File: src/source/dm_pkg.sv
`default_nettype none

package dm_pkg;

  // --------------------
  // basic widths
  // --------------------
  typedef logic [6:0]  dm_addr_t;
  typedef logic [31:0] dm_word_t;
  typedef logic [19:0] hartsel_t;

  typedef enum logic [1:0] {
    DtmNop   = 2'h0,
    DtmRead  = 2'h1,
    DtmWrite = 2'h2
  } dtm_op_e;

  typedef struct packed {
    dm_addr_t addr;
    dtm_op_e  op;
    dm_word_t data;
  } dmi_req_t;

  typedef struct packed {
    dm_word_t   data;
    logic [1:0] resp;
  } dmi_resp_t;

  localparam logic [1:0] DtmSuccess = 2'h0;

  typedef enum logic [2:0] {
    CmdErrNone         = 3'd0,
    CmdErrBusy         = 3'd1,
    CmdErrNotSupported = 3'd2,
    CmdErrException    = 3'd3,
    CmdErrHaltResume   = 3'd4,
    CmdErrBus          = 3'd5,
    CmdErrOther        = 3'd7
  } cmderr_e;

  // --------------------
  // register layouts
  // --------------------
  typedef struct packed {
    logic       haltreq;
    logic       resumereq;
    logic       hartreset;
    logic       ackhavereset;
    logic       zero1;
    logic       hasel;
    logic [9:0] hartsello;
    logic [9:0] hartselhi;
    logic [1:0] zero0;
    logic       setresethaltreq;
    logic       clrresethaltreq;
    logic       ndmreset;
    logic       dmactive;
  } dmcontrol_t;

  // status of the hart picked by hartsel
  typedef struct packed {
    logic halted;
    logic running;
    logic unavailable;
    logic resumeack;
    logic havereset;
    logic nonexistent;
  } hart_status_t;

  localparam dm_addr_t AddrData0      = 7'h04;
  localparam dm_addr_t AddrDmControl  = 7'h10;
  localparam dm_addr_t AddrDmStatus   = 7'h11;
  localparam dm_addr_t AddrAbstractCs = 7'h16;
  localparam dm_addr_t AddrCommand    = 7'h17;

  // debug spec 0.13
  localparam logic [3:0] DbgVersion = 4'd2;

endpackage

`default_nettype wire

File: src/source/dm_resp_fifo.sv
`timescale 1ns/1ps
`default_nettype none

module dm_resp_fifo (
  input  logic             clk_i,
  input  logic             rst_ni,
  input  logic             push_i,
  input  dm_pkg::dm_word_t data_i,
  input  logic             pop_i,
  output logic             full_o,
  output logic             empty_o,
  output dm_pkg::dm_word_t data_o
);
  import dm_pkg::*;

  dm_word_t   mem_q [2];
  logic       wr_ptr_q;
  logic       rd_ptr_q;
  logic [1:0] count_q;

  assign full_o  = (count_q == 2'd2);
  assign empty_o = (count_q == 2'd0);
  assign data_o  = mem_q[rd_ptr_q];

  // storage
  always_ff @(posedge clk_i) begin
    if (push_i) begin
      mem_q[wr_ptr_q] <= data_i;
    end
  end

  // pointers and fill level
  always_ff @(posedge clk_i or negedge rst_ni) begin
    if (!rst_ni) begin
      wr_ptr_q <= 1'b0;
      rd_ptr_q <= 1'b0;
      count_q  <= 2'd0;
    end else begin
      if (push_i) begin
        wr_ptr_q <= ~wr_ptr_q;
      end
      if (pop_i) begin
        rd_ptr_q <= ~rd_ptr_q;
      end
      case ({push_i, pop_i})
        2'b10:   count_q <= count_q + 2'd1;
        2'b01:   count_q <= count_q - 2'd1;
        default: ;
      endcase
    end
  end

  a_no_pop_empty: assert property (@(posedge clk_i) disable iff (!rst_ni)
    pop_i |-> !empty_o);

endmodule

`default_nettype wire

File: src/source/dm_hart_ctrl.sv
`timescale 1ns/1ps
`default_nettype none

module dm_hart_ctrl #(
  parameter int unsigned NrHarts = 4
) (
  input  logic                 clk_i,
  input  logic                 rst_ni,
  input  dm_pkg::dmcontrol_t   dmcontrol_i,
  input  logic                 ack_havereset_i,
  input  logic [NrHarts-1:0]   halted_i,
  input  logic [NrHarts-1:0]   unavailable_i,
  input  logic [NrHarts-1:0]   resumeack_i,
  output logic [NrHarts-1:0]   haltreq_o,
  output logic [NrHarts-1:0]   resumereq_o,
  output dm_pkg::hart_status_t hart_status_o
);
  import dm_pkg::*;

  localparam int unsigned SelW = (NrHarts > 1) ? $clog2(NrHarts) : 1;

  hartsel_t           hartsel;
  logic [SelW-1:0]    sel;
  logic               hart_exists;
  logic [NrHarts-1:0] havereset_d, havereset_q;

  assign hartsel     = {dmcontrol_i.hartselhi, dmcontrol_i.hartsello};
  assign hart_exists = (hartsel < NrHarts);
  assign sel         = hartsel[SelW-1:0];

  // request fan-out and status of the selected hart
  always_comb begin
    haltreq_o                 = '0;
    resumereq_o               = '0;
    hart_status_o             = '0;
    hart_status_o.nonexistent = ~hart_exists;
    if (hart_exists) begin
      haltreq_o[sel]            = dmcontrol_i.haltreq;
      resumereq_o[sel]          = dmcontrol_i.resumereq;
      // unavailable masks both halted and running
      hart_status_o.halted      = halted_i[sel] & ~unavailable_i[sel];
      hart_status_o.running    = ~halted_i[sel] & ~unavailable_i[sel];
      hart_status_o.unavailable = unavailable_i[sel];
      hart_status_o.resumeack   = resumeack_i[sel];
      hart_status_o.havereset   = havereset_q[sel];
    end
  end

  // --------------------
  // havereset flags
  // --------------------
  always_comb begin
    havereset_d = havereset_q;
    if (ack_havereset_i && hart_exists) begin
      havereset_d[sel] = 1'b0;
    end
    // ndmreset resets every hart
    if (dmcontrol_i.ndmreset) begin
      havereset_d = '1;
    end
  end

  always_ff @(posedge clk_i or negedge rst_ni) begin
    if (!rst_ni) begin
      havereset_q <= '1;
    end else begin
      havereset_q <= havereset_d;
    end
  end

  a_haltreq_onehot: assert property (@(posedge clk_i) disable iff (!rst_ni)
    $onehot0(haltreq_o));

endmodule

`default_nettype wire

File: src/source/dm_csr_file.sv
`timescale 1ns/1ps
`default_nettype none

module dm_csr_file #(
  parameter int unsigned NrHarts   = 4,
  parameter int unsigned DataCount = 2
) (
  input  logic                             clk_i,
  input  logic                             rst_ni,
  input  logic                             dmi_req_valid_i,
  output logic                             dmi_req_ready_o,
  input  dm_pkg::dmi_req_t                 dmi_req_i,
  output logic                             resp_push_o,
  output dm_pkg::dm_word_t                 resp_data_o,
  input  logic                             resp_full_i,
  output dm_pkg::dmcontrol_t               dmcontrol_o,
  output logic                             ack_havereset_o,
  input  dm_pkg::hart_status_t             hart_status_i,
  output logic                             clear_resumeack_o,
  output logic                             cmd_valid_o,
  output dm_pkg::dm_word_t                 cmd_o,
  input  logic                             cmdbusy_i,
  input  logic                             cmderror_valid_i,
  input  dm_pkg::cmderr_e                  cmderror_i,
  input  logic                             data_valid_i,
  input  dm_pkg::dm_word_t [DataCount-1:0] data_i,
  output dm_pkg::dm_word_t [DataCount-1:0] data_o,
  output logic                             ndmreset_o,
  output logic                             dmactive_o
);
  import dm_pkg::*;

  localparam int unsigned DataIdxW = (DataCount > 1) ? $clog2(DataCount) : 1;

  dmcontrol_t               dmcontrol_d, dmcontrol_q;
  dmcontrol_t               dmcontrol_wr;
  cmderr_e                  cmderr_d, cmderr_q;
  dm_word_t                 command_d, command_q;
  dm_word_t [DataCount-1:0] data_d, data_q;
  logic                     cmd_valid_d, cmd_valid_q;

  logic                req_accept;
  logic                req_read;
  logic                req_write;
  logic                data_hit;
  dm_addr_t            data_off;
  logic [DataIdxW-1:0] data_idx;
  logic                busy;
  dm_word_t            dmstatus;
  dm_word_t            abstractcs;

  // --------------------
  // request decode
  // --------------------
  assign dmi_req_ready_o = ~resp_full_i;
  assign req_accept      = dmi_req_valid_i & dmi_req_ready_o;
  assign req_read        = req_accept & (dmi_req_i.op == DtmRead);
  assign req_write       = req_accept & (dmi_req_i.op == DtmWrite);
  // every accepted request gets a response word, writes and nops too
  assign resp_push_o     = req_accept;

  assign dmcontrol_wr = dmcontrol_t'(dmi_req_i.data);
  assign data_off     = dmi_req_i.addr - AddrData0;
  assign data_hit     = (dmi_req_i.addr >= AddrData0) && (data_off < DataCount);
  assign data_idx     = data_off[DataIdxW-1:0];

  // a command issued last cycle counts as busy until the hart raises cmdbusy
  assign busy = cmdbusy_i | cmd_valid_q;

  // --------------------
  // read-only views
  // --------------------
  always_comb begin
    dmstatus        = '0;
    dmstatus[3:0]   = DbgVersion;
    // no authentication
    dmstatus[7]     = 1'b1;
    dmstatus[9:8]   = {2{hart_status_i.halted}};
    dmstatus[11:10] = {2{hart_status_i.running}};
    dmstatus[13:12] = {2{hart_status_i.unavailable}};
    dmstatus[15:14] = {2{hart_status_i.nonexistent}};
    dmstatus[17:16] = {2{hart_status_i.resumeack}};
    dmstatus[19:18] = {2{hart_status_i.havereset}};

    abstractcs       = '0;
    abstractcs[3:0]  = 4'(DataCount);
    abstractcs[10:8] = cmderr_q;
    abstractcs[12]   = busy;
  end

  // --------------------
  // read and write logic
  // --------------------
  always_comb begin
    dmcontrol_d       = dmcontrol_q;
    cmderr_d          = cmderr_q;
    command_d         = command_q;
    data_d            = data_q;
    cmd_valid_d       = 1'b0;
    resp_data_o       = '0;
    ack_havereset_o   = 1'b0;
    clear_resumeack_o = 1'b0;

    // command reads as zero through the default branch
    if (req_read) begin
      case (dmi_req_i.addr)
        AddrDmControl:  resp_data_o = dmcontrol_q;
        AddrDmStatus:   resp_data_o = dmstatus;
        AddrAbstractCs: resp_data_o = abstractcs;
        default:        resp_data_o = data_hit ? data_q[data_idx] : '0;
      endcase
    end

    // data access starts the last command again unless busy
    if (req_accept && data_hit && (dmi_req_i.op != DtmNop)) begin
      if (!busy) begin
        cmd_valid_d = 1'b1;
        if (req_write) begin
          data_d[data_idx] = dmi_req_i.data;
        end
      end else if (cmderr_q == CmdErrNone) begin
        cmderr_d = CmdErrBusy;
      end
    end

    if (req_write) begin
      case (dmi_req_i.addr)
        AddrDmControl: begin
          dmcontrol_d       = dmcontrol_wr;
          ack_havereset_o   = dmcontrol_wr.ackhavereset;
          clear_resumeack_o = dmcontrol_q.dmactive & ~dmcontrol_q.resumereq &
                              dmcontrol_wr.resumereq;
        end
        AddrAbstractCs: begin
          // cmderr is W1C
          if (!busy) begin
            cmderr_d = cmderr_e'(cmderr_q & ~dmi_req_i.data[10:8]);
          end else if (cmderr_q == CmdErrNone) begin
            cmderr_d = CmdErrBusy;
          end
        end
        AddrCommand: begin
          if (!busy) begin
            cmd_valid_d = 1'b1;
            command_d   = dmi_req_i.data;
          end else if (cmderr_q == CmdErrNone) begin
            cmderr_d = CmdErrBusy;
          end
        end
        default: ;
      endcase
    end

    // hart side wins over the debugger
    if (cmderror_valid_i) begin
      cmderr_d = cmderror_i;
    end
    if (data_valid_i) begin
      data_d = data_i;
    end

    // unsupported dmcontrol fields stay zero
    dmcontrol_d.hartreset       = 1'b0;
    dmcontrol_d.ackhavereset    = 1'b0;
    dmcontrol_d.zero1           = 1'b0;
    dmcontrol_d.hasel           = 1'b0;
    dmcontrol_d.zero0           = '0;
    dmcontrol_d.setresethaltreq = 1'b0;
    dmcontrol_d.clrresethaltreq = 1'b0;

    if (dmcontrol_q.resumereq && hart_status_i.resumeack) begin
      dmcontrol_d.resumereq = 1'b0;
    end
  end

  always_ff @(posedge clk_i or negedge rst_ni) begin
    if (!rst_ni) begin
      dmcontrol_q <= '0;
      cmderr_q    <= CmdErrNone;
      command_q   <= '0;
      data_q      <= '0;
      cmd_valid_q <= 1'b0;
    end else if (!dmcontrol_q.dmactive) begin
      // inactive DM, only dmactive itself can be written
      dmcontrol_q          <= '0;
      dmcontrol_q.dmactive <= dmcontrol_d.dmactive;
      cmderr_q             <= CmdErrNone;
      command_q            <= '0;
      data_q               <= '0;
      cmd_valid_q          <= 1'b0;
    end else begin
      dmcontrol_q <= dmcontrol_d;
      cmderr_q    <= cmderr_d;
      command_q   <= command_d;
      data_q      <= data_d;
      cmd_valid_q <= cmd_valid_d;
    end
  end

  assign dmcontrol_o = dmcontrol_q;
  assign cmd_o       = command_q;
  assign cmd_valid_o = cmd_valid_q;
  assign data_o      = data_q;
  assign ndmreset_o  = dmcontrol_q.ndmreset;
  assign dmactive_o  = dmcontrol_q.dmactive;

  // --------------------
  // assertions
  // --------------------
  a_push_not_full: assert property (@(posedge clk_i) disable iff (!rst_ni)
    resp_push_o |-> !resp_full_i);

  a_cmd_valid_pulse: assert property (@(posedge clk_i) disable iff (!rst_ni)
    cmd_valid_o |=> !cmd_valid_o);

endmodule

`default_nettype wire

File: src/source/dm_top.sv
`timescale 1ns/1ps
`default_nettype none

module dm_top #(
  parameter int unsigned NrHarts   = 4,
  parameter int unsigned DataCount = 2
) (
  input  logic                             clk_i,
  input  logic                             rst_ni,
  // DMI
  input  logic                             dmi_req_valid_i,
  output logic                             dmi_req_ready_o,
  input  dm_pkg::dmi_req_t                 dmi_req_i,
  output logic                             dmi_resp_valid_o,
  input  logic                             dmi_resp_ready_i,
  output dm_pkg::dmi_resp_t                dmi_resp_o,
  // global control
  output logic                             ndmreset_o,
  output logic                             dmactive_o,
  // hart side
  input  logic [NrHarts-1:0]               halted_i,
  input  logic [NrHarts-1:0]               unavailable_i,
  input  logic [NrHarts-1:0]               resumeack_i,
  output logic [NrHarts-1:0]               haltreq_o,
  output logic [NrHarts-1:0]               resumereq_o,
  output logic                             clear_resumeack_o,
  // abstract commands
  output logic                             cmd_valid_o,
  output dm_pkg::dm_word_t                 cmd_o,
  input  logic                             cmdbusy_i,
  input  logic                             cmderror_valid_i,
  input  dm_pkg::cmderr_e                  cmderror_i,
  input  logic                             data_valid_i,
  input  dm_pkg::dm_word_t [DataCount-1:0] data_i,
  output dm_pkg::dm_word_t [DataCount-1:0] data_o
);
  import dm_pkg::*;

  logic         resp_push;
  logic         resp_pop;
  logic         resp_full;
  logic         resp_empty;
  dm_word_t     resp_data;
  dm_word_t     resp_word;
  dmcontrol_t   dmcontrol;
  logic         ack_havereset;
  hart_status_t hart_status;

  assign dmi_resp_valid_o = ~resp_empty;
  assign resp_pop         = dmi_resp_ready_i & ~resp_empty;
  // every response reports success
  assign dmi_resp_o       = '{data: resp_word, resp: DtmSuccess};

  dm_csr_file #(
    .NrHarts   (NrHarts),
    .DataCount (DataCount)
  ) u_csr_file (
    .clk_i             (clk_i),
    .rst_ni            (rst_ni),
    .dmi_req_valid_i   (dmi_req_valid_i),
    .dmi_req_ready_o   (dmi_req_ready_o),
    .dmi_req_i         (dmi_req_i),
    .resp_push_o       (resp_push),
    .resp_data_o       (resp_data),
    .resp_full_i       (resp_full),
    .dmcontrol_o       (dmcontrol),
    .ack_havereset_o   (ack_havereset),
    .hart_status_i     (hart_status),
    .clear_resumeack_o (clear_resumeack_o),
    .cmd_valid_o       (cmd_valid_o),
    .cmd_o             (cmd_o),
    .cmdbusy_i         (cmdbusy_i),
    .cmderror_valid_i  (cmderror_valid_i),
    .cmderror_i        (cmderror_i),
    .data_valid_i      (data_valid_i),
    .data_i            (data_i),
    .data_o            (data_o),
    .ndmreset_o        (ndmreset_o),
    .dmactive_o        (dmactive_o)
  );

  dm_hart_ctrl #(
    .NrHarts (NrHarts)
  ) u_hart_ctrl (
    .clk_i           (clk_i),
    .rst_ni          (rst_ni),
    .dmcontrol_i     (dmcontrol),
    .ack_havereset_i (ack_havereset),
    .halted_i        (halted_i),
    .unavailable_i   (unavailable_i),
    .resumeack_i     (resumeack_i),
    .haltreq_o       (haltreq_o),
    .resumereq_o     (resumereq_o),
    .hart_status_o   (hart_status)
  );

  dm_resp_fifo u_resp_fifo (
    .clk_i   (clk_i),
    .rst_ni  (rst_ni),
    .push_i  (resp_push),
    .data_i  (resp_data),
    .pop_i   (resp_pop),
    .full_o  (resp_full),
    .empty_o (resp_empty),
    .data_o  (resp_word)
  );

endmodule

`default_nettype wire

File: config.mk
export PLATFORM = sky130hd
export DESIGN_NAME = dm_top
export DESIGN_NICKNAME = d
export VERILOG_FILES = /design/src/source/dm_pkg.sv /design/src/source/dm_resp_fifo.sv /design/src/source/dm_hart_ctrl.sv /design/src/source/dm_csr_file.sv /design/src/source/dm_top.sv
export SDC_FILE = /design/constraint.sdc
export NUM_CORES = 1
export LEC_CHECK = 0
export BUFFER_PORTS_ARGS = -buffer_cell sky130_fd_sc_hd__buf_2
export CORE_MARGIN = 8
export CORE_UTILIZATION = 45
export DETAILED_ROUTE_END_ITERATION = 10
export PLACE_DENSITY = 0.72
export SYNTH_ARGS = -nofsm -noshare
export SYNTH_HDL_FRONTEND = slang
export SYNTH_HIERARCHICAL = 1
export SYNTH_SLANG_ARGS = --single-unit
export TNS_END_PERCENT = 1
File: constraint.sdc
create_clock -name clk_i -period 2.6 [get_ports clk_i]
set_input_delay 0.65 -clock clk_i [delete_from_list [all_inputs] [get_ports clk_i]]
set_output_delay 0.65 -clock clk_i [all_outputs]
set_load 0.01 [all_outputs]
# Yosys cells after proc, flatten, opt, wreduce, memory -nomap -nowiden
# Memory sizes are Yosys's and may differ from the RTL's.
# Index checks and enable logic that the tools add are counted.
word_totals:
  memories: 1
  in_bits: 127
  ff_bits: 140
  ramBits: 64
  out_inout_bits: 144
classes:
  muxes: 59
  bitwise_logic: 23
  eq_ne: 18
  n_reduce_logical: 16
  n_addsub: 3
  order_cmp: 7
memory_table:
  columns: ["memory", "depth", "word_bits", "read_ports", "rd_clocked_by_memory_dff", "write_ports", "line", "rtl"]
  rows:
  - ["u_resp_fifo.mem_q", 2, 32, 1, 0, 1, "dm_resp_fifo.sv:16", "dm_word_t mem_q [2];"]
op_table:
  columns: ["op", "n"]
  rows:
  - ["2-to-1 mux 32 bit", 12]
  - ["2-to-1 mux 64 bit", 5]
  - ["one-hot mux 32 bit (3 select lines)", 1]
  - ["bitwise mux 64 bit", 1]
  - ["demux 32 bit (select 1 bit)", 1]
  - ["equality test 7 x 5 -> 1 bit (second input constant)", 4]
  - ["2-to-1 mux 3 bit", 9]
  - ["< comparator 20 x 3 -> 1 bit (second input constant)", 1]
  - ["2-to-1 mux 1 bit", 18]
  - ["2-to-1 mux 4 bit", 4]
  - ["inequality test 3 bit (second input constant)", 5]
  - ["AND 4 bit", 3]
  - ["AND 1 bit", 8]
  - ["binary-select mux 1 bit (select 2 bit)", 4]
  - ["inequality test 2 bit (second input constant)", 4]
  - ["inverter 1 bit", 8]
  - [">= comparator 7 x 3 -> 1 bit (second input constant)", 1]
  - ["logical AND 1 bit", 7]
  - ["< comparator 7 x 2 -> 1 bit (second input constant)", 1]
  - ["subtractor 7 x 3 -> 7 bit (second input constant)", 1]
  - ["equality test 2 bit (second input constant)", 3]
  - ["one-hot mux 3 bit (2 select lines)", 1]
  - ["AND reduction 3 bit", 2]
  - ["nonzero test 2 bit", 3]
  - ["17 further kinds", 19]

# Longest topological paths before layout
# Gate-level depths: netlist of run 1.
logic_depth:
  depth_word: 12
  ltp_mapped: 10
  ltp_nobuf: 9

# By module
# Netlist of run 1, hierarchy kept.
by_module_without_submodules:
  columns: ["module", "n_inst", "area_per_inst_um2", "seq_area_each_um2", "cells_each"]
  rows:
  - ["dm_csr_file", 1, 7138.1, 3103.0, 792]
  - ["dm_resp_fifo", 1, 2646.3, 2021.9, 116]
  - ["dm_hart_ctrl", 1, 509.2, 105.1, 48]
  - ["dm_top", 1, 28.8, 0.0, 5]

# Worst setup path after synthesis of run 1
# OpenSTA, ideal clock, no wires.
synth_path:
  path_type: "input to register"
  startpoint: "input port dmi_req_valid_i"
  endpoint: "memory u_resp_fifo/mem_q[0][0] (netlist name) (enable)"
  n_path_buf: 0
  arrival_ps: 2357
  required_time_ps: 2179
  cell_stages: 3
  path_slack_ps: -178
  setup_ps: 421
  path_cell_list: "nor2b_1 inv_1 nor2_1"
synth_via:
  elab_chain_len: 3
synth_lines:
  columns: ["element", "line", "rtl"]
  rows:
  - ["start, declared", "dm_top.sv:11", "input logic dmi_req_valid_i,"]
  - ["AND 1 bit", "dm_csr_file.sv:56", "assign req_accept = dmi_req_valid_i & dmi_req_ready_o;"]
  - ["2-to-1 mux 1 bit", "dm_resp_fifo.sv:27", "if (push_i) begin"]
  - ["2-to-1 mux 1 bit (implied by the code)", "dm_resp_fifo.sv:28", "mem_q[wr_ptr_q] <= data_i;"]
  - ["end, declared", "dm_resp_fifo.sv:16", null]
# No other way between the ends.

# Worst setup path in the final report of run 1
layout_path:
  startpoint: "register u_csr_file.dmcontrol_q (netlist bit u_csr_file/dmcontrol_o[18])"
  endpoint: "output port haltreq_o[3]"
layout_via:
  elab_chain_len: 2
layout_lines:
  columns: ["element", "line", "rtl"]
  rows:
  - ["start, declared", "dm_csr_file.sv:35", "dmcontrol_t dmcontrol_d, dmcontrol_q;"]
  - ["start signal, assigned", "dm_csr_file.sv:192", "dmcontrol_q <= dmcontrol_d;"]
  - ["< comparator 20 x 3 -> 1 bit", "dm_hart_ctrl.sv:28", "assign hart_exists = (hartsel < NrHarts);"]
  - ["2-to-1 mux 4 bit", "dm_hart_ctrl.sv:37", "if (hart_exists) begin"]
  - ["end, declared", "dm_top.sv:24", "output logic [NrHarts-1:0] haltreq_o,"]
# No other way between the ends.

==> impl_metrics.csv, run 1 <==
group,metric,value,unit
clock_tree,cts_buffers,17,
placed_design,dp_hpwl,25300,um
placed_design,port_buffers,268,
detailed_routing,vias,9180,
critical_path,rr_endpoint,"u_resp_fifo/mem_q[0][9]",
critical_path,max_stage_delay,0.44,ns
critical_path,end_kind,"primary output",
sta,skew,0.0157,ns
critical_path,start_kind,"register",
floorplanning,die_area,27900,sq um
finish,final_layout_size_suffix_gt1_frac,0.360,
clock_tree,root_buffer,"clkbuf_16",
floorplanning,std_cell_rows,55,
critical_path,r2r_cells,7,
clock_tree,cts.path.max_buffers,2,
floorplanning,die_width,167,um
sta,hold_violations,0,
detailed_routing,route.detailed.drc,0,
sta,fin_crit,2.60,ns
grt,grt_usage,0.245,
finish,area_growth,24.7,%
detailed_routing,via_per_inst,6.13,
finish,final_nets,1327,
sta,slew_headroom,0.562,
detailed_routing,wl_per_cell,23.6,um
synthesis,synth_warnings,6,
clock_tree,cts_sinks,196,
floorplanning,ios,271,
detailed_routing,drtIter0Drc,975,
sta,fin_setup_tns,0,ns
placed_design,gp_congestion,0.897,
finish,multi_input_area,4600,sq um
critical_path,cp.buffers_inverters,2,
floorplanning,coreArea,22500,sq um
critical_path,worstSetupPathType,"reg -> out",
synthesis,syn_area,10300,sq um
sta,max_freq,0.385,GHz
critical_path,reg2reg_setup_slack,0.29,ns
grt,grt_pass1_wl,53500,um
finish,ff_latch_area,5240,sq um
floorplanning,die_y,167,um
job,maxCapViolCount,0,
clock_tree,clkTransAtPathRegs,0.08,ns
critical_path,cp_slowest_cell,"dfrtp_1",
detailed_routing,wirelength,35400,um
finish,fill_cells,1953,
synthesis,syn-instance-count,951,
power,peakVddDrop,386,uV
grt,grt_remaining_overflow,0,
sta,rsz0062_at_grt,"yes",
finish,utilization,0.568,
critical_path,required,1.95,ns
clock_tree,ctsHtreeMaxLevel,4,
power,power_density,643,nW/um^2
clock_tree,cts_tree,"yes",
critical_path,arrival,1.95,ns
critical_path,r2r_start,"u_csr_file/dmcontrol_o[23]",
power,power.leakage,0.00550,uW
clock_tree,insertion_delay,0.44,ns
floorplanning,initial_core_util,0.456,
detailed_routing,ant_nets,0,
synthesis,avgSynthCellArea,10.8,sq um
sta,finalCritPeriodShare,0.998,
sta,tightestPinTransition,0.658,ns
critical_path,cp_top_family,"simple AND/OR/NAND/NOR gates",
critical_path,crit_fanout,5,
min_path,hold_class,"in -> async",
run_status,status,"finished, final reports clean",
grt,antenna_found_initial,5,
grt,grt_pass1_vias,9168,
grt,grt_max_degree,121,
sta,setup_viol,0,
detailed_routing,first_pass_iters,5,
critical_path,cp_cell_sequence,"nor4_4 > buf_4 > nand3_4 > nor4_1 > buf_2",
sta,slew_viol_final,0,
[worst reg2reg max path, delay by kind of cell, from the launching register on]
kind / cells / cell delay, ns
AOI/OAI and AO/OA: 1 / 0.22
buffers and inverters: 2 / 0.37
and+or+nand+nor: 4 / 1.08
DFF: 1 / 0.42
[report_power, final]
part           total, uW  switching (uW)  internal [uW]
Clock               2710            1320           1390
Sequential          3590             107           3480
Combinational       1910            1060            850
Total               8210            2490           5720
[what timing repair did]
| action | in CTS | in global routing |
|---|---|---|
| resized for setup | 4 | 11 |
| pin swaps | 2 | 10 |
| buffers inserted | 1 | 5 |
| gates cloned | 0 | 1 |
| hold buffers | 0 | 0 |
| setup endpoints to repair | 9 | 11 |
[sequential cells by signal (all words and copies together) (netlist names), 2 cells and up]
name,flops
u_hart_ctrl/havereset_q,4
u_resp_fifo/count_q,2
u_csr_file/data_o,64
u_csr_file/cmd_o,32
u_csr_file/cmderr_q,3
u_resp_fifo/mem_q,64
u_csr_file/dmcontrol_o,22
[placed cells by master, fill, tap and decap left out, types with 5 or more instances in the layout]
cell and count:
a211oi_1 6, a311o_1 5, a31o_1 5, a31oi_1 60, a32oi_1 5, and3_1 6
buf_12 12, buf_2 267, buf_4 45, clkbuf_16 17, dfrtp_1 126, edfxtp_1 64
inv_1 11, inv_8 7, mux2_4 29, mux2i_1 60, nand2_1 85, nand2b_1 6
nand3_1 58, nand4_1 35, nor2_1 18, nor4_2 6, nor4b_1 5, o21ai_0 62
o21ai_1 25, o22ai_1 9, o31ai_1 60
[through the flow]
step                      std cells  worst slack [ns]  hold WS, ns  area [sq um]  total power, uW
after global routing           1497           -0.0627        0.209         12800             8510
final                          1497           0.00475        0.173         12800             8210
after global placement         1455           0.00340        0.471         12000             5540
after detailed placement       1455           0.00509        0.486         12000             5570
after floorplan                 952             0.131        0.354         10300             4840
after CTS                      1488           -0.0188        0.195         12700             8260
[routing by layer]
metal | part of all wire | GRT usage | wire, um | up-vias
met4 | 0.032 | 0.102 | 1140 | 4
met5 | 0.00071 | 0 | 25 | -
met3 | 0.095 | 0.0652 | 3370 | 94
li1 | - | - | - | 4112
met2 | 0.46 | 0.373 | 16100 | 546
met1 | 0.42 | 0.325 | 14700 | 4424
[how the worst max path moves through the flow]
| stage | cells past startpoint | endpoint | slack (ns) | start |
|---|---|---|---|---|
| 2_1_floorplan | 5 | clear_resumeack_o | 0.13 | dmi_req_i[39] |
| 3_3_place_gp | 6 | clear_resumeack_o | 0.003 | dmi_req_i[39] |
| 4_1_cts | 4 | haltreq_o[2] | -0.02 | u_csr_file/dmcontrol_o[7] |
| 5_1_grt | 5 | haltreq_o[3] | -0.06 | u_csr_file/dmcontrol_o[18] |
| 6_report | 5 | haltreq_o[3] | 0.005 | u_csr_file/dmcontrol_o[18] |
| 3_5_place_dp | 6 | clear_resumeack_o | 0.005 | dmi_req_i[39] |
[area by class of cell]
| class | instances | area share |
|---|---|---|
| diodes | 3 | 0.000587 |
| flip-flops and latches | 196 | 0.410 |
| clock buffers | 17 | 0.0333 |
| repair buffers | 325 | 0.151 |
| clock inverters | 15 | 0.0143 |
| multi-input cells | 642 | 0.360 |
| inverters | 14 | 0.00411 |
| well taps | 285 | 0.0279 |
Note: power is estimated with default switching activity, not from simulation.
==> run 2, diff against run 1 <==
--- a/config.mk
+++ b/config.mk
@@ -11,3 +11,5 @@
 export DETAILED_ROUTE_END_ITERATION = 10
+export HOLD_SLACK_MARGIN = 0.15
 export PLACE_DENSITY = 0.72
+export SLEW_MARGIN = 20
 export SYNTH_ARGS = -nofsm -noshare
--- a/constraint.sdc
+++ b/constraint.sdc
@@ -3,2 +3,2 @@
 set_output_delay 0.65 -clock clk_i [all_outputs]
-set_load 0.01 [all_outputs]
+set_load 0.005 [all_outputs]
==> impl_metrics.csv, run 2 (same netlist as run 1, synthesis figures left out) <==
group,metric,value,unit
power,power_density,636,nW/um^2
floorplanning,initial_core_util,0.456,
detailed_routing,wl_per_cell,23.8,um
finish,final_cells,1495,
grt,grt_usage,0.250,
floorplanning,die_area,27900,sq um
placed_design,post-place-cells,1458,
critical_path,worstSetupPathType,"reg -> out",
finish,fin_area,12600,sq um
clock_tree,cts_sinks,196,
detailed_routing,route.detailed.drc,0,
placed_design,pre_cts_ws,0.0341,ns
detailed_routing,vias,9260,
clock_tree,root_buffer,"clkbuf_16",
min_path,hold_class,"reg -> reg",
floorplanning,die_width,167,um
job,maxCapViolCount,0,
grt,antenna_found_initial,5,
grt,grt_pass1_vias,9366,
grt,grt_max_degree,64,
power,power.leakage,0.00544,uW
finish,final_nets,1325,
detailed_routing,via_per_inst,6.19,
sta,setup_viol,0,
sta,hold_violations,0,
floorplanning,ios,271,
finish,final_cell_mix,"buf_2 (267), dfrtp_1 (125), nand2_1 (85)",
clock_tree,cts.path.max_buffers,2,
power,peakVddDrop,421,uV
critical_path,end_kind,"primary output",
power,power,8040,uW
placed_design,gp_congestion,0.914,
sta,skew,0.0130,ns
critical_path,required,1.95,ns
clock_tree,insertion_delay,0.44,ns
sta,fin_crit,2.55,ns
clock_tree,cts_tree,"yes",
critical_path,crit_fanout,18,
detailed_routing,wirelength,35600,um
placed_design,place_area,12000,sq um
finish,final_layout_size_suffix_gt1_frac,0.354,
critical_path,reg2reg_setup_slack,0.18,ns
finish,utilization,0.562,
sta,finalCritPeriodShare,0.983,
floorplanning,coreArea,22500,sq um
run_status,status,"finished, final reports clean",
placed_design,port_buffers,268,
sta,rsz0062_at_grt,"yes",
clock_tree,cts_buffers,17,
floorplanning,die_y,167,um
sta,tightestPinTransition,0.658,ns
placed_design,dp_hpwl,26200,um
detailed_routing,first_pass_iters,6,
grt,grt_pass1_wl,54800,um
finish,area_growth,23.4,%
clock_tree,clkTransAtPathRegs,0.08,ns
sta,slew_headroom,0.561,
sta,max_freq,0.391,GHz
detailed_routing,drtIter0Drc,876,
grt,grt_remaining_overflow,0,
floorplanning,std_cell_rows,55,
critical_path,arrival,1.90,ns
sta,layout_setup_ws,0.0452,ns
detailed_routing,ant_nets,0,
critical_path,start_kind,"register",
clock_tree,ctsHtreeMaxLevel,4,
sta,slew_viol_final,0,
finish,final_common_cell,"buf_2",
==> run 2: cell count changes in the layout (fill, tap and decap cells not counted), moves of 2 or more <==
cell      delta
inv_6        +6
buf_4        +3
nor4_1       +5
clkinv_4     -2
buf_12       -5
inv_8        -4
nor4_2       -5
==> run 2: cell type report <==
cell class              instances  area, sq um
clock inverters                15          159
multi-input cells             641         4550
flip-flops and latches        196         5240
fillers                      1950         9860
clock buffers                  17          425
diodes                          3         7.51
well taps                     285          357
inverters                      14         52.6
repair buffers                324         1860
==> run 2: routing by layer <==
layer	vias to the layer above	GRT usage	share of wire
met5	-	0	0.00062
met4	4	0.100	0.031
met3	74	0.0695	0.10
met2	555	0.384	0.46
met1	4512	0.328	0.41
li1	4115	-	-
==> run 2: worst paths after layout <==
kind / from / end / cells after the start
min in group asynchronous: rst_ni / u_csr_file/cmd_o[28] / 2
max: u_csr_file/dmcontrol_o[10] / haltreq_o[3] / 4
min reg2reg: u_resp_fifo/count_q[1] / u_resp_fifo/count_q[1] / 1
min: u_resp_fifo/count_q[1] / u_resp_fifo/count_q[1] / 1
max in group asynchronous: rst_ni / u_hart_ctrl/havereset_q[0] / 3
max reg2reg: u_csr_file/dmcontrol_o[9] / u_resp_fifo/mem_q[0][17] / 6
==> run 2: timing repair <==
item / CTS / global route
endpoints found under the hold margin: 17 / 0
buffers inserted: 1 / 0
hold buffers: 1 / 0
endpoints found under the setup margin: 9 / 11
pin swaps: 2 / 3
resized for setup: 3 / 6
==> run 2: critical path, stage by stage, from the launching register on <==
cell and delay (ns):
dfrtp_1 0.43, nor4_4 0.38, nand2_4 0.20, nor4_1 0.29, buf_2 0.16
==> run 2: power breakdown <==
group | switching (uW) | internal [uW]
Clock | 1260 | 1370
Sequential | 114 | 3480
Combinational | 977 | 841
Total | 2350 | 5690
==> run 2: through the flow <==
step | hold slack (ns) | TNS, ns
CTS | 0.465 | 0
global route | 0.478 | -0.106
global placement | 0.469 | 0
floorplan | 0.354 | 0
finish | 0.487 | 0
detailed placement | 0.474 | 0
==> run 3, diff against run 2 <==
CORE_ASPECT_RATIO = 1.2   (was default)
==> impl_metrics.csv, run 3 (same netlist as run 1, synthesis figures left out) <==
group,metric,value,unit
run_status,status,"finished, final reports clean",
grt,grt_remaining_overflow,0,
critical_path,start_kind,"input pin",
critical_path,cp_common_cell,"buf_2",
grt,grt_pass1_wl,53900,um
sta,fin_crit,2.58,ns
sta,slew_headroom,0.243,
clock_tree,cts_buffers,17,
critical_path,cp_slowest_cell,"or3b_1",
power,power_density,643,nW/um^2
sta,hold_violations,0,
critical_path,worstSetupPathType,"in -> out",
critical_path,cp_cell_sequence,"buf_2 > or3b_1 > nor2_1 > nand3_1 > nor3_2 > buf_2",
job,maxCapViolCount,0,
sta,skew,0.0105,ns
finish,final_nets,1317,
detailed_routing,drtIter0Drc,1147,
sta,layout_setup_ws,0.0172,ns
detailed_routing,vias,9154,
clock_tree,insertion_delay,0.44,ns
placed_design,port_buffers,268,
detailed_routing,ant_nets,0,
placed_design,pre_cts_ws,-0.00450,ns
floorplanning,initial_core_util,0.458,
sta,finalCritPeriodShare,0.993,
clock_tree,root_buffer,"clkbuf_16",
power,power.leakage,0.00543,uW
critical_path,end_kind,"primary output",
grt,grt_usage,0.246,
sta,setup_viol,0,
finish,final_common_cell,"buf_2",
power,peakVddDrop,462,uV
placed_design,place_area,11900,sq um
detailed_routing,first_pass_iters,6,
floorplanning,die_y,181,um
placed_design,gp_congestion,0.886,
floorplanning,coreArea,22400,sq um
detailed_routing,via_per_inst,6.16,
finish,fin_area,12600,sq um
detailed_routing,route.detailed.drc,0,
critical_path,max_stage_delay,0.44,ns
floorplanning,die_area,27900,sq um
grt,grt_max_degree,162,
critical_path,crit_fanout,2,
floorplanning,ios,271,
critical_path,cp-startpoint,"dmi_req_i[39]",
clock_tree,cts_tree,"yes",
critical_path,required,1.95,ns
grt,antenna_found_initial,8,
floorplanning,die_width,154,um
clock_tree,clkTransAtPathRegs,0.06,ns
finish,final_layout_size_suffix_gt1_frac,0.347,
sta,rsz0062_at_grt,"yes",
sta,slew_viol_final,0,
grt,grt_pass1_vias,9235,
clock_tree,cts.path.max_buffers,2,
critical_path,arrival,1.93,ns
clock_tree,hold_buffers,0,
floorplanning,std_cell_rows,60,
min_path,hold_class,"in -> async",
power,power,8130,uW
finish,fill_cells,1977,
critical_path,reg2reg_setup_slack,0.33,ns
detailed_routing,wl_per_cell,23.5,um
finish,final_cell_mix,"buf_2 (267), dfrtp_1 (126), nand2_1 (85)",
clock_tree,cts_sinks,196,
finish,utilization,0.565,
detailed_routing,wirelength,34900,um
critical_path,r2r_start,"u_csr_file/dmcontrol_o[7]",
clock_tree,ctsHtreeMaxLevel,4,
finish,area_growth,23.4,%
placed_design,dp_hpwl,24900,um
sta,hold_ws,0.142,ns
sta,max_freq,0.387,GHz
sta,tightestPinTransition,1.13,ns
run 3: cell count changes in the layout (fill, tap and decap cells not counted), moves of 2 or more:
cell | previous run | this run
clkinv_1 | 1 | 3
buf_4 | 48 | 39
diode_2 | 3 | 7
bufinv_16 | 1 | 4
inv_6 | 7 | 1
buf_12 | 7 | 9
inv_8 | 3 | 1
clkbuf_1 | 0 | 2
run 3: final timing paths:
kind | endpoint | cells after the start
max | clear_resumeack_o | 6
min | u_csr_file/cmd_o[3] | 1
max reg2reg | u_resp_fifo/mem_q[0][11] | 6
min reg2reg | u_resp_fifo/count_q[1] | 1
max in group asynchronous | u_hart_ctrl/havereset_q[3] | 2
min in group clk_i | u_resp_fifo/count_q[1] | 1
run 3: critical path, delay by kind of cell:
family	cells	cell delay [ns]
AND/OR/NAND/NOR	4	1.01
buffers and inverters	2	0.27
run 3: power by group:
| group | leakage [uW] | internal [uW] | switching (uW) | total, uW |
|---|---|---|---|---|
| Sequential | 0.00244 | 3490 | 146 | 3630 |
| Combinational | 0.00269 | 829 | 912 | 1740 |
| Clock | 0.000294 | 1610 | 1150 | 2760 |
run 3: cell type report:
| cell class | instances | area [sq um] | share of cell area |
|---|---|---|---|
| clock inverter | 13 | 181 | 0.0143 |
| antenna | 7 | 17.5 | 0.00139 |
| multi-input combinational | 641 | 4560 | 0.360 |
| inverter | 14 | 52.6 | 0.00416 |
| sequential | 196 | 5240 | 0.414 |
| clock buffer | 19 | 433 | 0.0342 |
| timing repair buffer | 316 | 1820 | 0.144 |
| tap | 279 | 349 | 0.0276 |
run 3: per-stage QoR:
stage               cells  setup TNS [ns]
finish               1485               0
global placement     1445         -0.0185
floorplan             952               0
CTS                  1478         -0.0190
detailed placement   1445        -0.00450
global route         1485         -0.0114
run 3: repair_timing:
action                                  CTS  global route
setup buffers                             1             0
endpoints found under the setup margin    9             7
pin swaps                                 1             0
hold endpoints to repair                  0             0
gates resized for setup                   2             7
run 3: metal layers:
metal	vias to the layer above	GRT usage	wire (um)
li1	4094	-	-
met2	578	0.385	16500
met4	2	0.131	1280
met1	4399	0.318	14100
met3	81	0.0489	3050
met5	-	0	10
